<file path="config.mk">
export PLATFORM = sky130hd
export DESIGN_NAME = shape_drawer
export DESIGN_NICKNAME = d
export VERILOG_FILES = /design/src/hw/gfx_pkg.sv /design/src/hw/shape_drawer.sv
export SDC_FILE = /design/constraint.sdc
export NUM_CORES = 1
export LEC_CHECK = 0
export BUFFER_PORTS_ARGS = -buffer_cell sky130_fd_sc_hd__buf_2
export CAP_MARGIN = 20
export CORE_MARGIN = 3
export CORE_UTILIZATION = 40
export CTS_CLUSTER_DIAMETER = 120
export DETAILED_ROUTE_END_ITERATION = 12
export PLACE_DENSITY = 0.75
export SYNTH_ARGS = -nofsm -noshare
export SYNTH_HDL_FRONTEND = slang
export SYNTH_SLANG_ARGS = --single-unit
</file>
<file path="constraint.sdc">
create_clock -name clk -period 2.6 [get_ports clk]
set_input_delay 0.52 -clock clk [delete_from_list [all_inputs] [get_ports clk]]
set_output_delay 0.52 -clock clk [all_outputs]
set_load 0.01 [all_outputs]
</file>
<file path="src/hw/gfx_pkg.sv">
// ########################################
// screen geometry, pixel types and the
// state encodings of the drawing engine
// ########################################

package gfx_pkg;

    localparam int coord_w  = 10;                  // room for off-screen vertices
    localparam int scr_w    = 160;                 // visible columns
    localparam int scr_h    = 120;                 // visible rows
    localparam int color_w  = 4;                   // palette index bits
    localparam int fb_depth = scr_w * scr_h;       // one entry per pixel

    typedef logic [coord_w-1:0]          coord_t;  // unsigned screen coordinate
    typedef logic [color_w-1:0]          color_t;  // palette index
    typedef logic [$clog2(fb_depth)-1:0] fb_addr_t; // row-major pixel address

    // line drawer
    typedef enum logic [1:0] {
        IDLE,                                      // waiting for start
        INIT,                                      // load error term
        DRAW                                       // stepping along the line
    } line_state_t;

    // shape sequencer
    typedef enum logic [1:0] {
        SH_IDLE,                                   // no command
        SH_LINE,                                   // set up next edge
        SH_WAIT,                                   // edge being drawn
        SH_DONE                                    // shape finished, done pulse
    } shape_state_t;

endpackage
</file>
<file path="src/hw/shape_drawer.sv">
// ########################################
// shape sequencer, runs the line drawer
// once per edge of a line or triangle
// ########################################

module shape_drawer
    import gfx_pkg::*;
(
    input  logic   clk,
    input  logic   rst,
    input  logic   start,       // command strobe, ignored while busy
    input  logic   is_tri,      // 1: triangle v0-v1-v2, 0: line v0-v1
    input  logic   line_done,   // edge finished
    input  coord_t x0,
    input  coord_t y0,
    input  coord_t x1,
    input  coord_t y1,
    input  coord_t x2,
    input  coord_t y2,
    input  color_t color,
    output logic   line_start,  // one pulse per edge
    output logic   busy,
    output logic   done,        // one pulse per shape
    output coord_t lx0,         // edge start
    output coord_t ly0,
    output coord_t lx1,         // edge end
    output coord_t ly1,
    output color_t pix_color
);

    shape_state_t state;

    coord_t     vx [3];         // latched vertices
    coord_t     vy [3];
    color_t     color_q;
    logic [1:0] edge_idx;       // edge in progress
    logic [1:0] last_edge;      // 0 for a line, 2 for a triangle
    logic       accept;
    logic       last;

    coord_t     ax, ay;         // selected edge endpoints
    coord_t     bx, by;

    assign busy      = (state == SH_LINE) || (state == SH_WAIT);
    assign done      = (state == SH_DONE);
    assign accept    = start && !busy;
    assign last      = (edge_idx == last_edge);
    assign pix_color = color_q;

    // vertex pair for the current edge
    always_comb begin
        case (edge_idx)
            2'd1: begin             // v1 -> v2
                ax = vx[1];
                ay = vy[1];
                bx = vx[2];
                by = vy[2];
            end
            2'd2: begin             // v2 -> v0, closes the triangle
                ax = vx[2];
                ay = vy[2];
                bx = vx[0];
                by = vy[0];
            end
            default: begin          // v0 -> v1
                ax = vx[0];
                ay = vy[0];
                bx = vx[1];
                by = vy[1];
            end
        endcase
    end

    always_ff @(posedge clk) begin
        if (rst) begin
            state      <= SH_IDLE;
            line_start <= 1'b0;
            edge_idx   <= 2'd0;
        end else begin
            line_start <= 1'b0;
            case (state)
                SH_IDLE, SH_DONE: begin
                    if (accept) begin
                        edge_idx <= 2'd0;
                        state    <= SH_LINE;
                    end else begin
                        state <= SH_IDLE;
                    end
                end
                SH_LINE: begin
                    line_start <= 1'b1;     // endpoints registered alongside
                    state      <= SH_WAIT;
                end
                SH_WAIT: begin
                    if (line_done) begin
                        if (last) begin
                            state <= SH_DONE;
                        end else begin
                            edge_idx <= edge_idx + 2'd1;
                            state    <= SH_LINE;   // next start two cycles on
                        end
                    end
                end
                default: state <= SH_IDLE;
            endcase
        end
    end

    // command and edge payload
    always_ff @(posedge clk) begin
        if (accept) begin
            vx[0]     <= x0;
            vy[0]     <= y0;
            vx[1]     <= x1;
            vy[1]     <= y1;
            vx[2]     <= x2;
            vy[2]     <= y2;
            color_q   <= color;
            last_edge <= is_tri ? 2'd2 : 2'd0;
        end
        if (state == SH_LINE) begin
            lx0 <= ax;
            ly0 <= ay;
            lx1 <= bx;
            ly1 <= by;
        end
    end

endmodule

</file>
==> results.sh <==
export IMPL_io_buffers=115
export IMPL_vias_per_cell=4.974
export IMPL_critical_path_class="register to output port"
export IMPL_diodes=0
export IMPL_synth_most_common_cell="edfxtp_1"
export IMPL_crit_required_ps=2080
export IMPL_netlist_area_sq_um=4207
export IMPL_swShare=0.2275
export IMPL_critPathBufInv=3
export IMPL_synth_cell_type_count=24
export IMPL_avgRoutedWirePerCell_microns=14.94
export IMPL_worst_setup_path_start_kind="register"
export IMPL_cts_root_buffer="clkbuf_8"
export IMPL_clock_latency_ps=360
export IMPL_ioPinCount=116
export IMPL_fin_crit_sh=0.7232
export IMPL_synth_nets=353
export IMPL_area_growth_pct=21.92
export IMPL_clkSinkCount=110
export IMPL_clock_fmax_mhz=531.8
export IMPL_final_area_sq_um=5129
export IMPL_tritoncts="yes"
export IMPL_drc=0
export IMPL_crit_path_frequent_cell="inv_1"
export IMPL_maxCapViolations=0
export IMPL_critical_path_cell_chain="inv_1 > ha_1 > inv_1 > buf_2"
export IMPL_grt_max_degree=67
export IMPL_grt_pass1_vias=2548
export IMPL_cts_setup_buffers=0
export IMPL_layout_setup_ws_ps=719.7
export IMPL_cts_resized=0
export IMPL_switchingPower_mw=0.7442
export IMPL_firstDrtPassIters=5
export IMPL_power_frac_seq=0.645
export IMPL_detailedPlace_worstSlack_ps=690.6
export IMPL_finalNonFillerCells=529
export IMPL_max_stage_delay_ps=420
export IMPL_clk_pin_slew_worst_paths_ps=110
export IMPL_grt_usage=0.1369
export IMPL_vias=2631
export IMPL_die_x_microns=108.6
export IMPL_status="finished clean"
export IMPL_ys_seq_elements=110
export IMPL_dpl_cell_count=513
export IMPL_hold_path_class="input port to register"
export IMPL_fin_worst_skew_ps=13.61
export IMPL_yosysSeqAreaShare=0.7733
export IMPL_period_needed_ps=1880
export IMPL_routed_wl_microns=7901
export IMPL_die_h_microns=108.6
export IMPL_hpwl_microns=5448
export IMPL_synth_main_ff_cell="edfxtp_1"
export IMPL_hold_viol_final=0
export IMPL_power_density_nw_per_um2=638.0
export IMPL_power_frac_comb=0.067
export IMPL_crit_fanout=5
export IMPL_antenna_found_initial=0
export IMPL_cts_max_level=3
export IMPL_whs_ps=333.1
export IMPL_worstPathArrival_ps=1360
export IMPL_cp_end_kind="output port"
export IMPL_maxSlewViolCount=0
export IMPL_syn_avg_cell_area_sq_um=15.13
export IMPL_cpMaxStageDelayCell="dfxtp_1"
export IMPL_relSlewSlack=0.4682
export IMPL_grt_pass1_wl_microns=12320
export IMPL_hold_buffers=0
export IMPL_fin_nets=466
export IMPL_leakage_nw=1.927
export IMPL_setup_tns_final_ps=0
export IMPL_synth_top_area_frac=0.7496
export IMPL_synth_edf_count=105
export IMPL_tightest_slew_ps=797.6
export IMPL_gp_congestion=0.7326
export IMPL_synth_area_leaders="edfxtp_1 (75%), a22oi_1 (7.1%), o21ai_0 (4.8%)"
export IMPL_rsz0062_at_grt="no"
export IMPL_numCtsBuffers=9
export IMPL_die_area_sq_um=11780
export IMPL_ant_nets=0
export IMPL_first_iter_violations=108
export IMPL_clockBufferDepth=2
export IMPL_core_region_area_sq_um=10000
export IMPL_syn_inst=278
export IMPL_clkPwrFrac=0.288
export IMPL_crit_family="flip-flops"
export IMPL_ys_top_cells_by_count="edfxtp_1 (105), nand2_1 (41), a22oi_1 (40), o21ai_0 (40), clkbuf_1 (15)"
export IMPL_dpl_cell_area_sq_um=4949
export IMPL_power_internal_mw=2.528
export IMPL_setup_viol=0
export IMPL_drive_above_1_share=0.3510
export IMPL_ys_warn_count=0
export IMPL_grt_ovfl_total=0
export IMPL_rows=36
export IMPL_vdd_ir_drop_max_uv=271.4
export IMPL_synthArstFlopShare=0
export IMPL_initial_core_util=0.4207
export IMPL_synth_area_leader_cell="edfxtp_1"
-- registers in the layout (all words and copies together) (netlist names), 2 cells and up --
register / flops
state: 2
ly1: 10
edge_idx: 2
vx: 30
ly0: 10
vy: 30
pix_color: 4
lx0: 10
lx1: 10
-- path summary, 6_finish.rpt --
path	start	endpoint	slack [ps]	cells after the start
worst max-delay path	state[0]$_SDFFE_PP0P_	busy	720	4
worst min-delay path	y1[9]	vy[0][19]$_DFFE_PP_	330	1
worst max register to register	edge_idx[0]$_SDFFE_PP0P_	ly0[2]$_DFFE_PP_	720	4
worst min register to register	edge_idx[1]$_SDFFE_PP0P_	edge_idx[1]$_SDFFE_PP0P_	530	2
-- per-layer routing --
layer  wire length [microns]  vias up  track usage
met3                     561        6      0.03881
met2                    4009       95       0.2259
met4                      76        0      0.04058
met5                       0        -            0
met1                    3254     1235       0.1763
li1                        -     1295            -
-- placed cells by master, fill, tap and decap left out, drive strengths merged, types with 2 or more instances in the layout --
cell / count
a22oi: 40
and2b: 2
buf: 119
clkbuf: 10
clkinvlp: 2
dfxtp: 5
edfxtp: 105
ha: 6
inv: 11
nand2: 41
nor2b: 2
o21ai: 40
-- through the flow --
step | utilization | power, mW
3_3_place_gp | 0.4949 | 2.361
3_5_place_dp | 0.4949 | 2.374
6_report | 0.5129 | 3.272
4_1_cts | 0.5129 | 3.311
5_1_grt | 0.5129 | 3.433
2_1_floorplan | - | 2.243
-- power groups by stage --
stage                     sequential (mW)  combinational, mW  clock, mW
after floorplan                      2.16             0.0819          0
after global placement               2.15              0.216          0
after detailed placement             2.15              0.225          0
after CTS                            2.11              0.225      0.977
after global routing                 2.12              0.246       1.07
final                                2.11              0.221      0.942
-- cell families (layout without fill, tap and decap cells) --
group                    Yosys count  count (layout)  share of synthesized area
AO/OA/AOI/OAI                     87              87                     0.1341
XOR/XNOR                           1               1                   0.002082
adder cells (fa/ha/maj)            6               6                    0.01785
buffers and inverters             24             142                    0.02142
flip-flops                       110             110                     0.7733
multiplexers                       1               1                   0.002380
AND/OR/NAND/NOR                   49              49                    0.04878
-- cell type report --
type / count / area [sq um]
clock buffers: 10 / 127.6
clock inverters: 6 / 52.55
fillers: 870 / 4871
inverters: 7 / 26.28
multi-input cells: 144 / 872.1
flip-flops and latches: 110 / 3253
well taps: 133 / 166.4
repair buffers: 119 / 630.6
No activity file was read; power rests on OpenSTA's default activity.
