## src/hw/gfx_pkg.sv

```systemverilog
// ########################################
// screen geometry, pixel types and the
// state encodings of the drawing engine
// ########################################

package gfx_pkg;

    localparam int coord_w  = 10;                  // room for off-screen vertices
    localparam int scr_w    = 160;                 // visible columns
    localparam int scr_h    = 120;                 // visible rows
    localparam int color_w  = 4;                   // palette index bits
    localparam int fb_depth = scr_w * scr_h;       // one entry per pixel

    typedef logic [coord_w-1:0]          coord_t;  // unsigned screen coordinate
    typedef logic [color_w-1:0]          color_t;  // palette index
    typedef logic [$clog2(fb_depth)-1:0] fb_addr_t; // row-major pixel address

    // line drawer
    typedef enum logic [1:0] {
        IDLE,                                      // waiting for start
        INIT,                                      // load error term
        DRAW                                       // stepping along the line
    } line_state_t;

    // shape sequencer
    typedef enum logic [1:0] {
        SH_IDLE,                                   // no command
        SH_LINE,                                   // set up next edge
        SH_WAIT,                                   // edge being drawn
        SH_DONE                                    // shape finished, done pulse
    } shape_state_t;

endpackage
```

## src/hw/draw_line.sv

```systemverilog
// ########################################
// bresenham line drawer, steps one pixel
// per cycle while oe is high
// ########################################

module draw_line
    import gfx_pkg::*;
(
    input  logic   clk,
    input  logic   rst,
    input  logic   start,       // begin a line, taken in IDLE only
    input  logic   oe,          // consumer allows a pixel this cycle
    input  coord_t x0,          // start point
    input  coord_t y0,
    input  coord_t x1,          // end point
    input  coord_t y1,
    output coord_t x,           // current pixel
    output coord_t y,
    output logic   drawing,     // x/y valid this cycle
    output logic   done         // one cycle after the end pixel
);

    line_state_t state;

    // spans, registered at start
    coord_t                  adx_c, ady_c;  // absolute spans from the inputs
    logic                    right_c, down_c;
    logic signed [coord_w:0] dx_c, dy_c;
    logic signed [coord_w:0] dx;            // +|x span|
    logic signed [coord_w:0] dy;            // -|y span|
    logic                    right, down;   // step directions
    coord_t                  xe, ye;        // latched end point

    // error term
    logic signed [coord_w:0]   err;
    logic signed [coord_w:0]   derr;        // correction for this step
    logic signed [coord_w+1:0] err2;        // doubled error, one more bit
    logic                      movx, movy;
    logic                      at_end;

    always_comb begin
        right_c = (x0 < x1);
        down_c  = (y0 < y1);
        adx_c   = right_c ? x1 - x0 : x0 - x1;
        ady_c   = down_c ? y1 - y0 : y0 - y1;
        dx_c    = $signed({1'b0, adx_c});
        dy_c    = -$signed({1'b0, ady_c});  // kept negative
    end

    always_comb begin
        err2 = {err, 1'b0};
        movx = (err2 >= dy);                // x step due
        movy = (err2 <= dx);                // y step due
        derr = '0;
        if (movx) begin
            derr = derr + dy;
        end
        if (movy) begin
            derr = derr + dx;
        end
    end

    assign at_end  = (x == xe) && (y == ye);
    assign drawing = (state == DRAW) && oe;   // no pixel while stalled

    always_ff @(posedge clk) begin
        if (rst) begin
            state <= IDLE;
            done  <= 1'b0;
        end else begin
            done <= 1'b0;
            case (state)
                IDLE: begin
                    if (start) begin
                        dx    <= dx_c;
                        dy    <= dy_c;
                        right <= right_c;
                        down  <= down_c;
                        xe    <= x1;
                        ye    <= y1;
                        x     <= x0;        // first pixel is the start point
                        y     <= y0;
                        state <= INIT;
                    end
                end
                INIT: begin
                    err   <= dx + dy;
                    state <= DRAW;
                end
                DRAW: begin
                    if (oe) begin           // hold everything while stalled
                        if (at_end) begin
                            done  <= 1'b1;
                            state <= IDLE;
                        end else begin
                            if (movx) begin
                                x <= right ? x + 1'b1 : x - 1'b1;
                            end
                            if (movy) begin
                                y <= down ? y + 1'b1 : y - 1'b1;
                            end
                            err <= err + derr;
                        end
                    end
                end
                default: state <= IDLE;
            endcase
        end
    end

endmodule

```

## config.mk

```make
export PLATFORM = sky130hd
export DESIGN_NAME = draw_line
export DESIGN_NICKNAME = d
export VERILOG_FILES = /design/src/hw/gfx_pkg.sv /design/src/hw/draw_line.sv
export SDC_FILE = /design/constraint.sdc
export NUM_CORES = 1
export LEC_CHECK = 0
export CORE_MARGIN = 5
export CORE_UTILIZATION = 50
export CTS_BUF_LIST = sky130_fd_sc_hd__clkbuf_4 sky130_fd_sc_hd__clkbuf_8 sky130_fd_sc_hd__clkbuf_16
export CTS_CLUSTER_SIZE = 12
export DETAILED_ROUTE_END_ITERATION = 8
export DONT_BUFFER_PORTS = 1
export PLACE_DENSITY = 0.68
export SLEW_MARGIN = 30
export SYNTH_ARGS = -nofsm -noshare
export SYNTH_HDL_FRONTEND = slang
export SYNTH_SLANG_ARGS = --single-unit
```

## constraint.sdc

```tcl
create_clock -name clk -period 5.1 [get_ports clk]
set_clock_uncertainty 0.15 [all_clocks]
set_input_delay 0.255 -clock clk [delete_from_list [all_inputs] [get_ports clk]]
set_output_delay 0.255 -clock clk [all_outputs]
set_load 0.005 [all_outputs]
```

==> impl_results.md, run 1 <==
* Fill count at 1232
* Worst slack, placed at -0.101 ns
* Syn Nets at 942
* Post-synth ARST share at 0
* Starting Density at 0.510
* Total chip power at 3.49 mW
* Fin Hold WS at 0.00588 ns
* Total I/O pin count at 66
* CTS tree: yes
* Register area share after synthesis at 0.306
* Post-synth EDFFs at 74
* Final ANT Viol Nets at 0
* Count leader, synth: ha_1
* Max transition margin at 0.469
* Worst hold-check path type: in2reg
* Mean Syn Cell Area at 9.52 µm²
* H-tree levels at 3
* Post-DP HPWL at 14300 µm
* Req. time, crit path at 5.03 ns
* Mapped Cells at 782
* Mapped cell area at 0.00745 mm²
* Clk_lat worst skew at 0.35 ns
* Critical path arrival at 5.00 ns
* DRT iter0 DRCs at 359
* Hold Vio Cnt, Final at 0
* Cells after DPL at 964
* Vias at 5914
* Worst setup margin at 0.0252 ns
* DRC at 0
* Clock slew at reported path FFs at 0.06 ns
* Post-synth cell types at 69
* Routability Congestion at 0.919
* Cts bufs inserted at 9
* Power Density at 410 mW/mm²
* Total track usage at 0.206
* Startpoint Class: flop
* VDD IR max at 0.252 mV
* RSZ-0062 raised after global routing: true
* CTS root buf: clkbuf_16
* Leakage at 3.72 nW
* Drt via density at 5.82
* First-pass GRT wire length at 29600 µm
* Post-synth top area cell: edfxtp_1
* Final worst-path cycle share at 0.995
* Routed wire per std cell at 17.9 µm
* Largest net degree at the start of global routing at 44
* Top FF cell, synth: edfxtp_1
* Vias in the first global route at 6023
* Register area at 0.00228 mm²
* Fin area at 0.00851 mm²
* Most area-consuming cells after synthesis: edfxtp_1 (30%), ha_1 (18%), xnor2_1 (6.4%), inv_1 (4.4%), a21oi_1 (4.1%)
* Port bufs at 0
* Die area at 0.0174 mm²
* Fin crit period at 5.07 ns
* Maxcap violations at 0
* Ant. Diodes at 0
* Synth top cells by count: ha_1 (107), inv_1 (88), edfxtp_1 (74), a21oi_1 (61), xnor2_1 (54)
* Die width at 132 µm
* Core Area at 0.0146 mm²
* Status: completed
* Register bit total from synthesis at 77
* Final setup vio count at 0
* Chip Height at 132 µm
* Setup tns final at 0 ns
* Max Buffers Root-to-Sink at 2
* Area of the multi-input gates at 0.00494 mm²
* Endpoint kind of the worst setup timing path: flop
* Gr ovfl total at 0
* Final core utilization at 0.583
* Worst slew pin tran at 0.796 ns
* Placed Area at 0.00775 mm²
* WS Path Type: reg2reg
* Area Growth Syn to Fin at 14.3%
* Fin. max-slew vios at 0
* Layout cell share with drive strength beyond 1 at 0.104
* Layout Cells excl Fill at 1017
* Synth warn at 0
* Layout Nets at 988
* Top-area cell type share of the netlist area at 0.298
* Site row count at 44
* TritonRoute pass-1 iters at 7
* Fmax at 197 MHz
* Crit path max fanout at 4
* Initial antenna violation count at 0
* Sink Count at 77
* Post-Route WL at 18200 µm
[layout make-up]
class | count | area share
Multi-Input combinational cell | 602 | 0.581
Clock buffer | 9 | 0.0265
Sequential cell | 77 | 0.268
Tap cell | 184 | 0.0271
Clock inverter | 7 | 0.00662
Inverter | 88 | 0.0388
Timing Repair Buffer | 50 | 0.0518
[cells in the final DEF (no fill, tap or decap), drive strengths merged, types with 4 or more instances in the layout]
cell	netlist	routed
a31oi	6	6
nand2b	9	9
xnor2	55	55
xor2	26	26
nand3	13	13
ha	107	107
nand3b	4	4
a211oi	6	6
nand2	49	49
mux2	9	9
a21boi	4	4
nor2b	13	13
or3	6	6
fa	9	9
edfxtp	74	74
clkbuf	9	9
a21o	27	27
and2	13	13
o21ai	50	50
nor3	6	6
nor4	5	5
nand4	10	10
a21oi	62	62
buf	6	24
o21bai	14	14
nor2	33	33
mux2i	21	21
o211ai	6	6
inv	88	92
dlygate4sd3	0	26
[power by group]
part           switching (mW)  internal [mW]  leakage [nW]
clock network           0.276          0.336         0.137
logic                    1.02          0.879          2.87
registers               0.117          0.866         0.707
total                    1.41           2.08          3.72
[critical path, stage by stage, from the launching register on]
cell      delay, ns
edfxtp_1       0.45
ha_4           0.27
nor2b_4        0.12
o21a_1         0.18
o211ai_1       0.29
a21oi_2        0.10
a31oi_2        0.22
and2_4         0.20
ha_4           0.12
inv_2          0.03
fa_2           0.38
o21ai_2        0.07
o211ai_1       0.12
a21oi_2        0.18
a41oi_2        0.15
and2_4         0.19
xnor2_2        0.12
mux2_4         0.27
ha_4           0.28
nor3_2         0.04
nor2_1         0.12
o41ai_2        0.10
o21ai_1        0.17
xnor3_1        0.25
xnor2_1        0.14
mux2i_1        0.08
[sequential cells by signal, summed over array words and instances (netlist names)]
| signal | cells |
|---|---|
| err | 11 |
| dy | 11 |
| x | 10 |
| dx | 10 |
| right | 1 |
| done | 1 |
| state | 2 |
| xe | 10 |
| down | 1 |
| ye | 10 |
| y | 10 |
[layer usage]
| metal | up-vias | part of all wire | GRT usage |
|---|---|---|---|
| li1 | 2886 | - | - |
| met1 | 2853 | 0.44 | 0.261 |
| met2 | 144 | 0.48 | 0.350 |
| met3 | 31 | 0.054 | 0.0466 |
| met4 | 0 | 0.025 | 0.0663 |
| met5 | - | 0 | 0 |
[path summary, 6_finish.rpt]
path,start,to,slack (ns),depth (start not counted)
worst max register to register,err[0],err[10],0.03,25
worst min register to register,state[1],state[1],0.38,2
worst min-delay path,y0[0],y[0],0.006,2
worst max-delay path,err[0],err[10],0.03,25
[repair_timing]
item                                    4_1_cts  5_1_grt
endpoints found under the hold margin        28        0
pin swaps                                     6       21
endpoints found under the setup margin        1        4
resized for setup                             3       28
hold buffers                                 26        0
buffers inserted                              4        7
[kinds of logic after synthesis]
kind of cell / Yosys count / share of synthesized area
AO/OA/AOI/OAI: 200 / 0.170
AND/OR/NAND/NOR: 174 / 0.124
adder cells (fa/ha/maj): 116 / 0.204
buffers and inverters: 103 / 0.0544
XOR/XNOR: 82 / 0.0993
flip-flops: 77 / 0.306
multiplexers: 30 / 0.0418
Note: power is estimated with default switching activity, not from simulation.
==> run 2, diff against run 1 <==
--- a/config.mk
+++ b/config.mk
@@ -5,13 +5,13 @@
 export SDC_FILE = /design/constraint.sdc
 export NUM_CORES = 1
 export LEC_CHECK = 0
+export BUFFER_PORTS_ARGS = -buffer_cell sky130_fd_sc_hd__buf_2
 export CORE_MARGIN = 5
 export CORE_UTILIZATION = 50
 export CTS_BUF_LIST = sky130_fd_sc_hd__clkbuf_4 sky130_fd_sc_hd__clkbuf_8 sky130_fd_sc_hd__clkbuf_16
 export CTS_CLUSTER_SIZE = 12
 export DETAILED_ROUTE_END_ITERATION = 8
-export DONT_BUFFER_PORTS = 1
-export PLACE_DENSITY = 0.68
+export PLACE_DENSITY = 0.69
 export SLEW_MARGIN = 30
 export SYNTH_ARGS = -nofsm -noshare
 export SYNTH_HDL_FRONTEND = slang
==> constraint.sdc (replaced) <==
create_clock -name clk -period 5.6 [get_ports clk]
set_clock_uncertainty 0.15 [all_clocks]
set_input_delay 0.28 -clock clk [delete_from_list [all_inputs] [get_ports clk]]
set_output_delay 0.28 -clock clk [all_outputs]
set_load 0.005 [all_outputs]
==> run 2 against run 1 <==
Compared with the run above:
- worst hold slack improved by 0.0026 ns
- critical path depth rose by 1
- sequential share of layout area rose by 0.083 points
- register-to-register slack improved by 0.37 ns
- critical endpoint unchanged
- largest power group unchanged
- highest routed layer unchanged
==> impl_results.md, run 2 (synthesis gave the netlist of run 1 again) <==
* Largest net degree at the start of global routing at 44 (unchanged)
* Endpoint kind of the worst setup timing path: flop (unchanged)
* Leakage at 3.83 nW (was 3.72 nW)
* Startpoint Class: flop (unchanged)
* Max transition margin at 0.476 (was 0.469)
* Fmax at 192 MHz (was 197 MHz)
* Vias at 5816 (was 5914)
* DRT iter0 DRCs at 375 (was 359)
* Worst reg2reg path startpoint: dy[1] (was err[0])
* Drt via density at 5.54 (was 5.82)
* Worst hold-check path type: in2reg (unchanged)
* Fill count at 1283 (was 1232)
* Fin crit period at 5.21 ns (was 5.07 ns)
* Worst Hold Path EP: state[0] (was y[0])
* Site row count at 44 (unchanged)
* Top flop regs: dy (11), err (11) (unchanged)
* Final setup vio count at 0 (unchanged)
* Gr ovfl total at 0 (unchanged)
* Initial antenna violation count at 0 (unchanged)
* Cts bufs inserted at 9 (unchanged)
* Final core utilization at 0.581 (was 0.583)
* DRC at 0 (unchanged)
* Area Growth Syn to Fin at 13.9% (was 14.3%)
* VDD IR max at 0.200 mV (was 0.252 mV)
* Post-Route WL at 18000 µm (was 18200 µm)
* Setup tns final at 0 ns (unchanged)
* Chip Height at 132 µm (unchanged)
* Die width at 132 µm (unchanged)
* Hold Path Stages at 2 (unchanged)
* TritonRoute pass-1 iters at 5 (was 7)
* Commonest cells after routing, fill and taps aside: ha_1 (105), inv_1 (87), edfxtp_1 (74) (was ha_1 (98), inv_1 (86), edfxtp_1 (74))
* WS Path Type: reg2reg (unchanged)
* CTS root buf: clkbuf_16 (unchanged)
* CTS tree: yes (unchanged)
* Crit path max fanout at 5 (was 4)
* Clk_lat worst skew at 0.35 ns (about the same)
* Reg-to-Reg End: err[10] (unchanged)
* Hold Vio Cnt, Final at 0 (unchanged)
* Req. time, crit path at 5.55 ns (was 5.03 ns)
* Status: completed (unchanged)
* Ant. Diodes at 0 (unchanged)
* RSZ-0062 raised after global routing: false (was true)
* Slack of the worst reg-to-reg path at 0.39 ns (was 0.03 ns)
* H-tree levels at 3 (unchanged)
* Final worst-path cycle share at 0.930 (was 0.995)
* Die area at 0.0174 mm² (unchanged)
* CP max-delay cell: edfxtp_1 (unchanged)
* Maxcap violations at 0 (unchanged)
* Critical Path Max Stage Delay at 0.42 ns (was 0.45 ns)
* Vias in the first global route at 5864 (was 6023)
* Most common cell after layout, fill and taps aside: ha_1 (unchanged)
* Layout Nets at 1020 (was 988)
* Core Area at 0.0146 mm² (unchanged)
* Total track usage at 0.206 (about the same)
* Clock slew at reported path FFs at 0.07 ns (was 0.06 ns)
* Power Density at 380 mW/mm² (was 410 mW/mm²)
* Worst slew pin tran at 0.786 ns (was 0.796 ns)
* Post-DP HPWL at 14100 µm (was 14300 µm)
* Final ANT Viol Nets at 0 (unchanged)
* Starting Density at 0.510 (unchanged)
* Routability Congestion at 0.895 (was 0.919)
* Total I/O pin count at 66 (unchanged)
* Critical path arrival at 5.15 ns (was 5.00 ns)
* Hold_sp: rst (was y0[0])
* Layout cell share with drive strength beyond 1 at 0.131 (was 0.104)
* First-pass GRT wire length at 29200 µm (was 29600 µm)
* Port bufs at 65 (was 0)
* Routed wire per std cell at 17.1 µm (was 17.9 µm)
* Max Buffers Root-to-Sink at 2 (unchanged)
* Fin. max-slew vios at 0 (unchanged)
* Sink Count at 77 (unchanged)
* R2R depth at 26 (was 25)
-- run 2: worst max-delay path by stage --
stage / from / end / slack (ns) / depth (start not counted)
2_1_floorplan: dy[1] / err[10] / 0.05 / 25
3_3_place_gp: dy[1] / err[10] / 0.26 / 24
3_5_place_dp: dy[1] / err[10] / 0.16 / 26
4_1_cts: dy[1] / err[10] / 0.13 / 26
5_1_grt: dy[1] / err[10] / 0.008 / 26
6_report: dy[1] / err[10] / 0.39 / 26
-- run 2: metal layers --
layer  wire (µm)  track usage  vias to the layer above  part of all wire
met5           0            0                        -                 0
met4         258       0.0491                        0             0.014
met3         771       0.0401                       21             0.043
met2        8530        0.346                      138              0.47
met1        8400        0.275                     2702              0.47
li1            -            -                     2955                 -
-- run 2: cell type report --
| cell class | instances | area, µm² | area share |
|---|---|---|---|
| Clock buffer | 10 | 233 | 0.0274 |
| Clock inverter | 6 | 111 | 0.0131 |
| Inverter | 88 | 330 | 0.0389 |
| Multi-Input combinational cell | 602 | 4820 | 0.568 |
| Sequential cell | 77 | 2280 | 0.269 |
| Tap cell | 184 | 230 | 0.0271 |
| Timing Repair Buffer | 82 | 478 | 0.0563 |
-- run 2: power breakdown --
group | total (mW) | switching (mW) | internal [mW]
registers | 0.886 | 0.0972 | 0.789
logic | 1.65 | 0.910 | 0.740
clock network | 0.687 | 0.246 | 0.440
total | 3.22 | 1.25 | 1.97
-- run 2: what timing repair did --
| action | in CTS | in global routing |
|---|---|---|
| hold buffers | 10 | 0 |
| resized for setup | 0 | 9 |
| endpoints found under the hold margin | 10 | 0 |
| setup endpoints to repair | 0 | 2 |
| setup buffers | 0 | 1 |
-- run 2: per-stage QoR --
step / hold WS, ns / cells / cell area (µm²) / total power [mW] / setup slack [ns]
finish: 0.00848 / 1049 / 8480 / 3.22 / 0.394
CTS: 0.00166 / 1048 / 8430 / 3.19 / 0.128
global placement: 0.323 / 1022 / 7980 / 2.48 / 0.260
global route: 0.00447 / 1049 / 8480 / 3.46 / 0.00842
detailed placement: 0.328 / 1022 / 7980 / 2.49 / 0.160
floorplan: 0.202 / 782 / 7450 / 2.09 / 0.0474
-- run 2: critical path: cells and delay by family, from the launching register on --
kind            cells  cell delay [ns]
xor+xnor            3             0.51
mux                 2             0.38
compound gates     10             1.58
flops               1             0.42
simple gates        5             0.68
fa+ha+maj           4             1.09
buf+inv             2             0.15
==> run 3, diff against run 2 <==
--- a/config.mk
+++ b/config.mk
@@ -11,7 +11,8 @@
 export CTS_BUF_LIST = sky130_fd_sc_hd__clkbuf_4 sky130_fd_sc_hd__clkbuf_8 sky130_fd_sc_hd__clkbuf_16
 export CTS_CLUSTER_SIZE = 12
 export DETAILED_ROUTE_END_ITERATION = 8
-export PLACE_DENSITY = 0.69
+export HOLD_SLACK_MARGIN = 0.05
+export PLACE_DENSITY = 0.71
 export SLEW_MARGIN = 30
 export SYNTH_ARGS = -nofsm -noshare
 export SYNTH_HDL_FRONTEND = slang
==> constraint.sdc (replaced) <==
create_clock -name clk -period 4.3 [get_ports clk]
set_clock_uncertainty 0.15 [all_clocks]
set_input_delay 0.215 -clock clk [delete_from_list [all_inputs] [get_ports clk]]
set_output_delay 0.215 -clock clk [all_outputs]
set_load 0.005 [all_outputs]
==> run 3 against run 2 <==
Compared with the run above:
- the flow now finishes with violations (setup timing)
- via count rose by 8.3%
- register-to-register slack got worse by 1.0 ns
- sequential cell count did not move
- worst hold slack improved by 0.079 ns
- worst setup slack got worse by 1.0 ns
- maximum frequency rose by 5.6%
- total power rose by 47%
- non-clock buffer count rose by 90
==> impl_results.md, run 3 (synthesis gave the netlist of run 1 again) <==
* Status: finished with violations (was completed)
* Failing checks: setup timing
* Worst setup margin at -0.632 ns (was 0.394 ns)
* Req. time, crit path at 4.23 ns (was 5.55 ns)
* CTS tree: yes (unchanged)
* Largest net degree at the start of global routing at 44 (unchanged)
* Initial antenna violation count at 0 (unchanged)
* Setup tns final at -2.92 ns (was 0 ns)
* Clk_lat worst skew at 0.36 ns (was 0.35 ns)
* Delay-heaviest family, CP: compound AO/OA/AOI/OAI gates (unchanged)
* Die area at 0.0174 mm² (unchanged)
* Layout Nets at 1110 (was 1020)
* Fin Hold WS at 0.0875 ns (was 0.00848 ns)
* Register area at 0.00228 mm² (unchanged)
* Maxcap violations at 0 (unchanged)
* Fin crit period at 4.93 ns (was 5.21 ns)
* Critical path arrival at 4.86 ns (was 5.15 ns)
* Fill count at 1187 (was 1283)
* CP cell instances: ha_4 > nand4_1 > nor2_2 > o211ai_1 > buf_4 > a31oi_4 > and2_4 > ha_4 > inv_2 > fa_2 > o21ai_1 > o211ai_1 > a21oi_2 > a21oi_1 > xor2_1 > a21oi_1 > ha_1 > a21oi_2 > nor2b_2 > o41ai_2 > o21ai_1 > xnor3_1 > xnor2_1 > mux2i_1
* First-pass GRT wire length at 30600 µm (was 29200 µm)
* Crit path launch: err[9] (was dy[1])
* Vias at 6301 (was 5816)
* Core Area at 0.0146 mm² (unchanged)
* Power Density at 505 mW/mm² (was 380 mW/mm²)
* CP max-delay cell: edfxtp_1 (unchanged)
* Max transition margin at 0.534 (was 0.476)
* Area Growth Syn to Fin at 26.1% (was 13.9%)
* Layout cell share with drive strength beyond 1 at 0.232 (was 0.131)
* Cts bufs inserted at 9 (unchanged)
* Max Buffers Root-to-Sink at 2 (unchanged)
* Critical Path Max Stage Delay at 0.46 ns (was 0.42 ns)
* Most common cell after layout, fill and taps aside: ha_1 (unchanged)
* VDD IR max at 0.287 mV (was 0.200 mV)
* WS Path Type: reg2reg (unchanged)
* Area of the multi-input gates at 0.00504 mm² (was 0.00482 mm²)
* Buffers & Inverters on Critical Path at 2 (unchanged)
* Clock slew at reported path FFs at 0.06 ns (was 0.07 ns)
* Leakage at 4.29 nW (was 3.83 nW)
* H-tree levels at 3 (unchanged)
* Worst reg2reg path startpoint: err[9] (was dy[1])
* Final ANT Viol Nets at 0 (unchanged)
* Placed Area at 0.00856 mm² (was 0.00798 mm²)
* Endpoint kind of the worst setup timing path: flop (unchanged)
* Hold_sp: x0[0] (was rst)
* Chip Height at 132 µm (unchanged)
* Fin area at 0.00939 mm² (was 0.00848 mm²)
* Fin. max-slew vios at 0 (unchanged)
* Vias in the first global route at 6118 (was 5864)
* Drt via density at 5.53 (was 5.54)
* Final worst-path cycle share at 1.15 (was 0.930)
* Die width at 132 µm (unchanged)
* Hold Vio Cnt, Final at 0 (unchanged)
* RSZ-0062 raised after global routing: true (was false)
* Total track usage at 0.216 (was 0.206)
* CTS root buf: clkbuf_16 (unchanged)
* Total I/O pin count at 66 (unchanged)
* Crit path max fanout at 3 (was 5)
* DRT iter0 DRCs at 440 (was 375)
* Post-Route WL at 19000 µm (was 18000 µm)
* Ant. Diodes at 0 (unchanged)
* Gr ovfl total at 0 (unchanged)
* TritonRoute pass-1 iters at 6 (was 5)
* Post-DP HPWL at 14800 µm (was 14100 µm)
* Worst slack, placed at -0.638 ns (was 0.160 ns)
* Port bufs at 65 (unchanged)
* Worst slew pin tran at 0.699 ns (was 0.786 ns)
* Routed wire per std cell at 16.7 µm (was 17.1 µm)
* Sink Count at 77 (unchanged)
* Fmax at 203 MHz (was 192 MHz)
* Routability Congestion at 0.851 (was 0.895)
* Commonest cells after routing, fill and taps aside: ha_1 (98), inv_1 (85), buf_4 (79) (was ha_1 (105), inv_1 (87), edfxtp_1 (74))
* Final core utilization at 0.644 (was 0.581)
* Worst hold-check path type: in2reg (unchanged)
* Site row count at 44 (unchanged)
* Startpoint Class: flop (unchanged)
* Starting Density at 0.510 (unchanged)
* Final setup vio count at 6 (was 0)
* DRC at 0 (unchanged)
* Top flop regs: dy (11), err (11) (unchanged)
==> run 3: changes by cell type in the layout (fill, tap and decap cells not counted), moves of 4 or more <==
cell,previous run,this run
a21oi_1,58,52
buf_6,0,5
ha_4,1,7
buf_4,7,79
ha_1,105,98
a21oi_2,4,8
dlygate4sd3_1,10,23
==> run 3: area by class of cell <==
type                            instances  share of cell area
Inverter                               88              0.0352
Tap cell                              184              0.0245
Clock inverter                          6             0.00759
Multi-Input combinational cell        602               0.537
Timing Repair Buffer                  172               0.128
Sequential cell                        77               0.243
Clock buffer                           10              0.0248
==> run 3: per-layer routing <==
metal	vias up	global-route usage	part of all wire
met3	33	0.0374	0.048
met1	2963	0.291	0.45
met2	173	0.357	0.48
met4	0	0.0657	0.021
li1	3132	-	-
met5	-	0	0
==> run 3: per-stage QoR <==
step           total power [mW]  cells
2_1_floorplan              2.78    782
3_3_place_gp               3.55   1090
3_5_place_dp               3.61   1090
4_1_cts                    4.50   1131
5_1_grt                    5.10   1139
6_report                   4.75   1139
==> run 3: worst paths after layout <==
check             end  slack (ns)  depth (start not counted)
max           err[10]       -0.63                         24
min              x[0]        0.09                          3
max reg2reg   err[10]       -0.63                         24
min reg2reg  state[0]        0.40                          2
==> run 3: tightest hold or removal path, delay by kind of cell <==
kind	cells	cell delay [ns]
and+or+nand+nor	1	0.05
buffers and inverters	1	0.11
AOI/OAI and AO/OA	1	0.10
==> run 3: report_power, final <==
part / leakage [nW] / switching, mW / total, mW / internal [mW]
clock: 0.143 / 0.332 / 0.793 / 0.460
sequential: 0.707 / 0.114 / 1.14 / 1.03
combinational: 3.44 / 1.41 / 2.81 / 1.41
total: 4.29 / 1.85 / 4.75 / 2.89
==> run 3: repair_timing <==
item | 4_1_cts | 5_1_grt
hold buffers | 23 | 0
pin swaps | 9 | 25
gates resized for setup | 8 | 35
setup endpoints to repair | 6 | 8
endpoints found under the hold margin | 24 | 0
setup buffers | 2 | 10
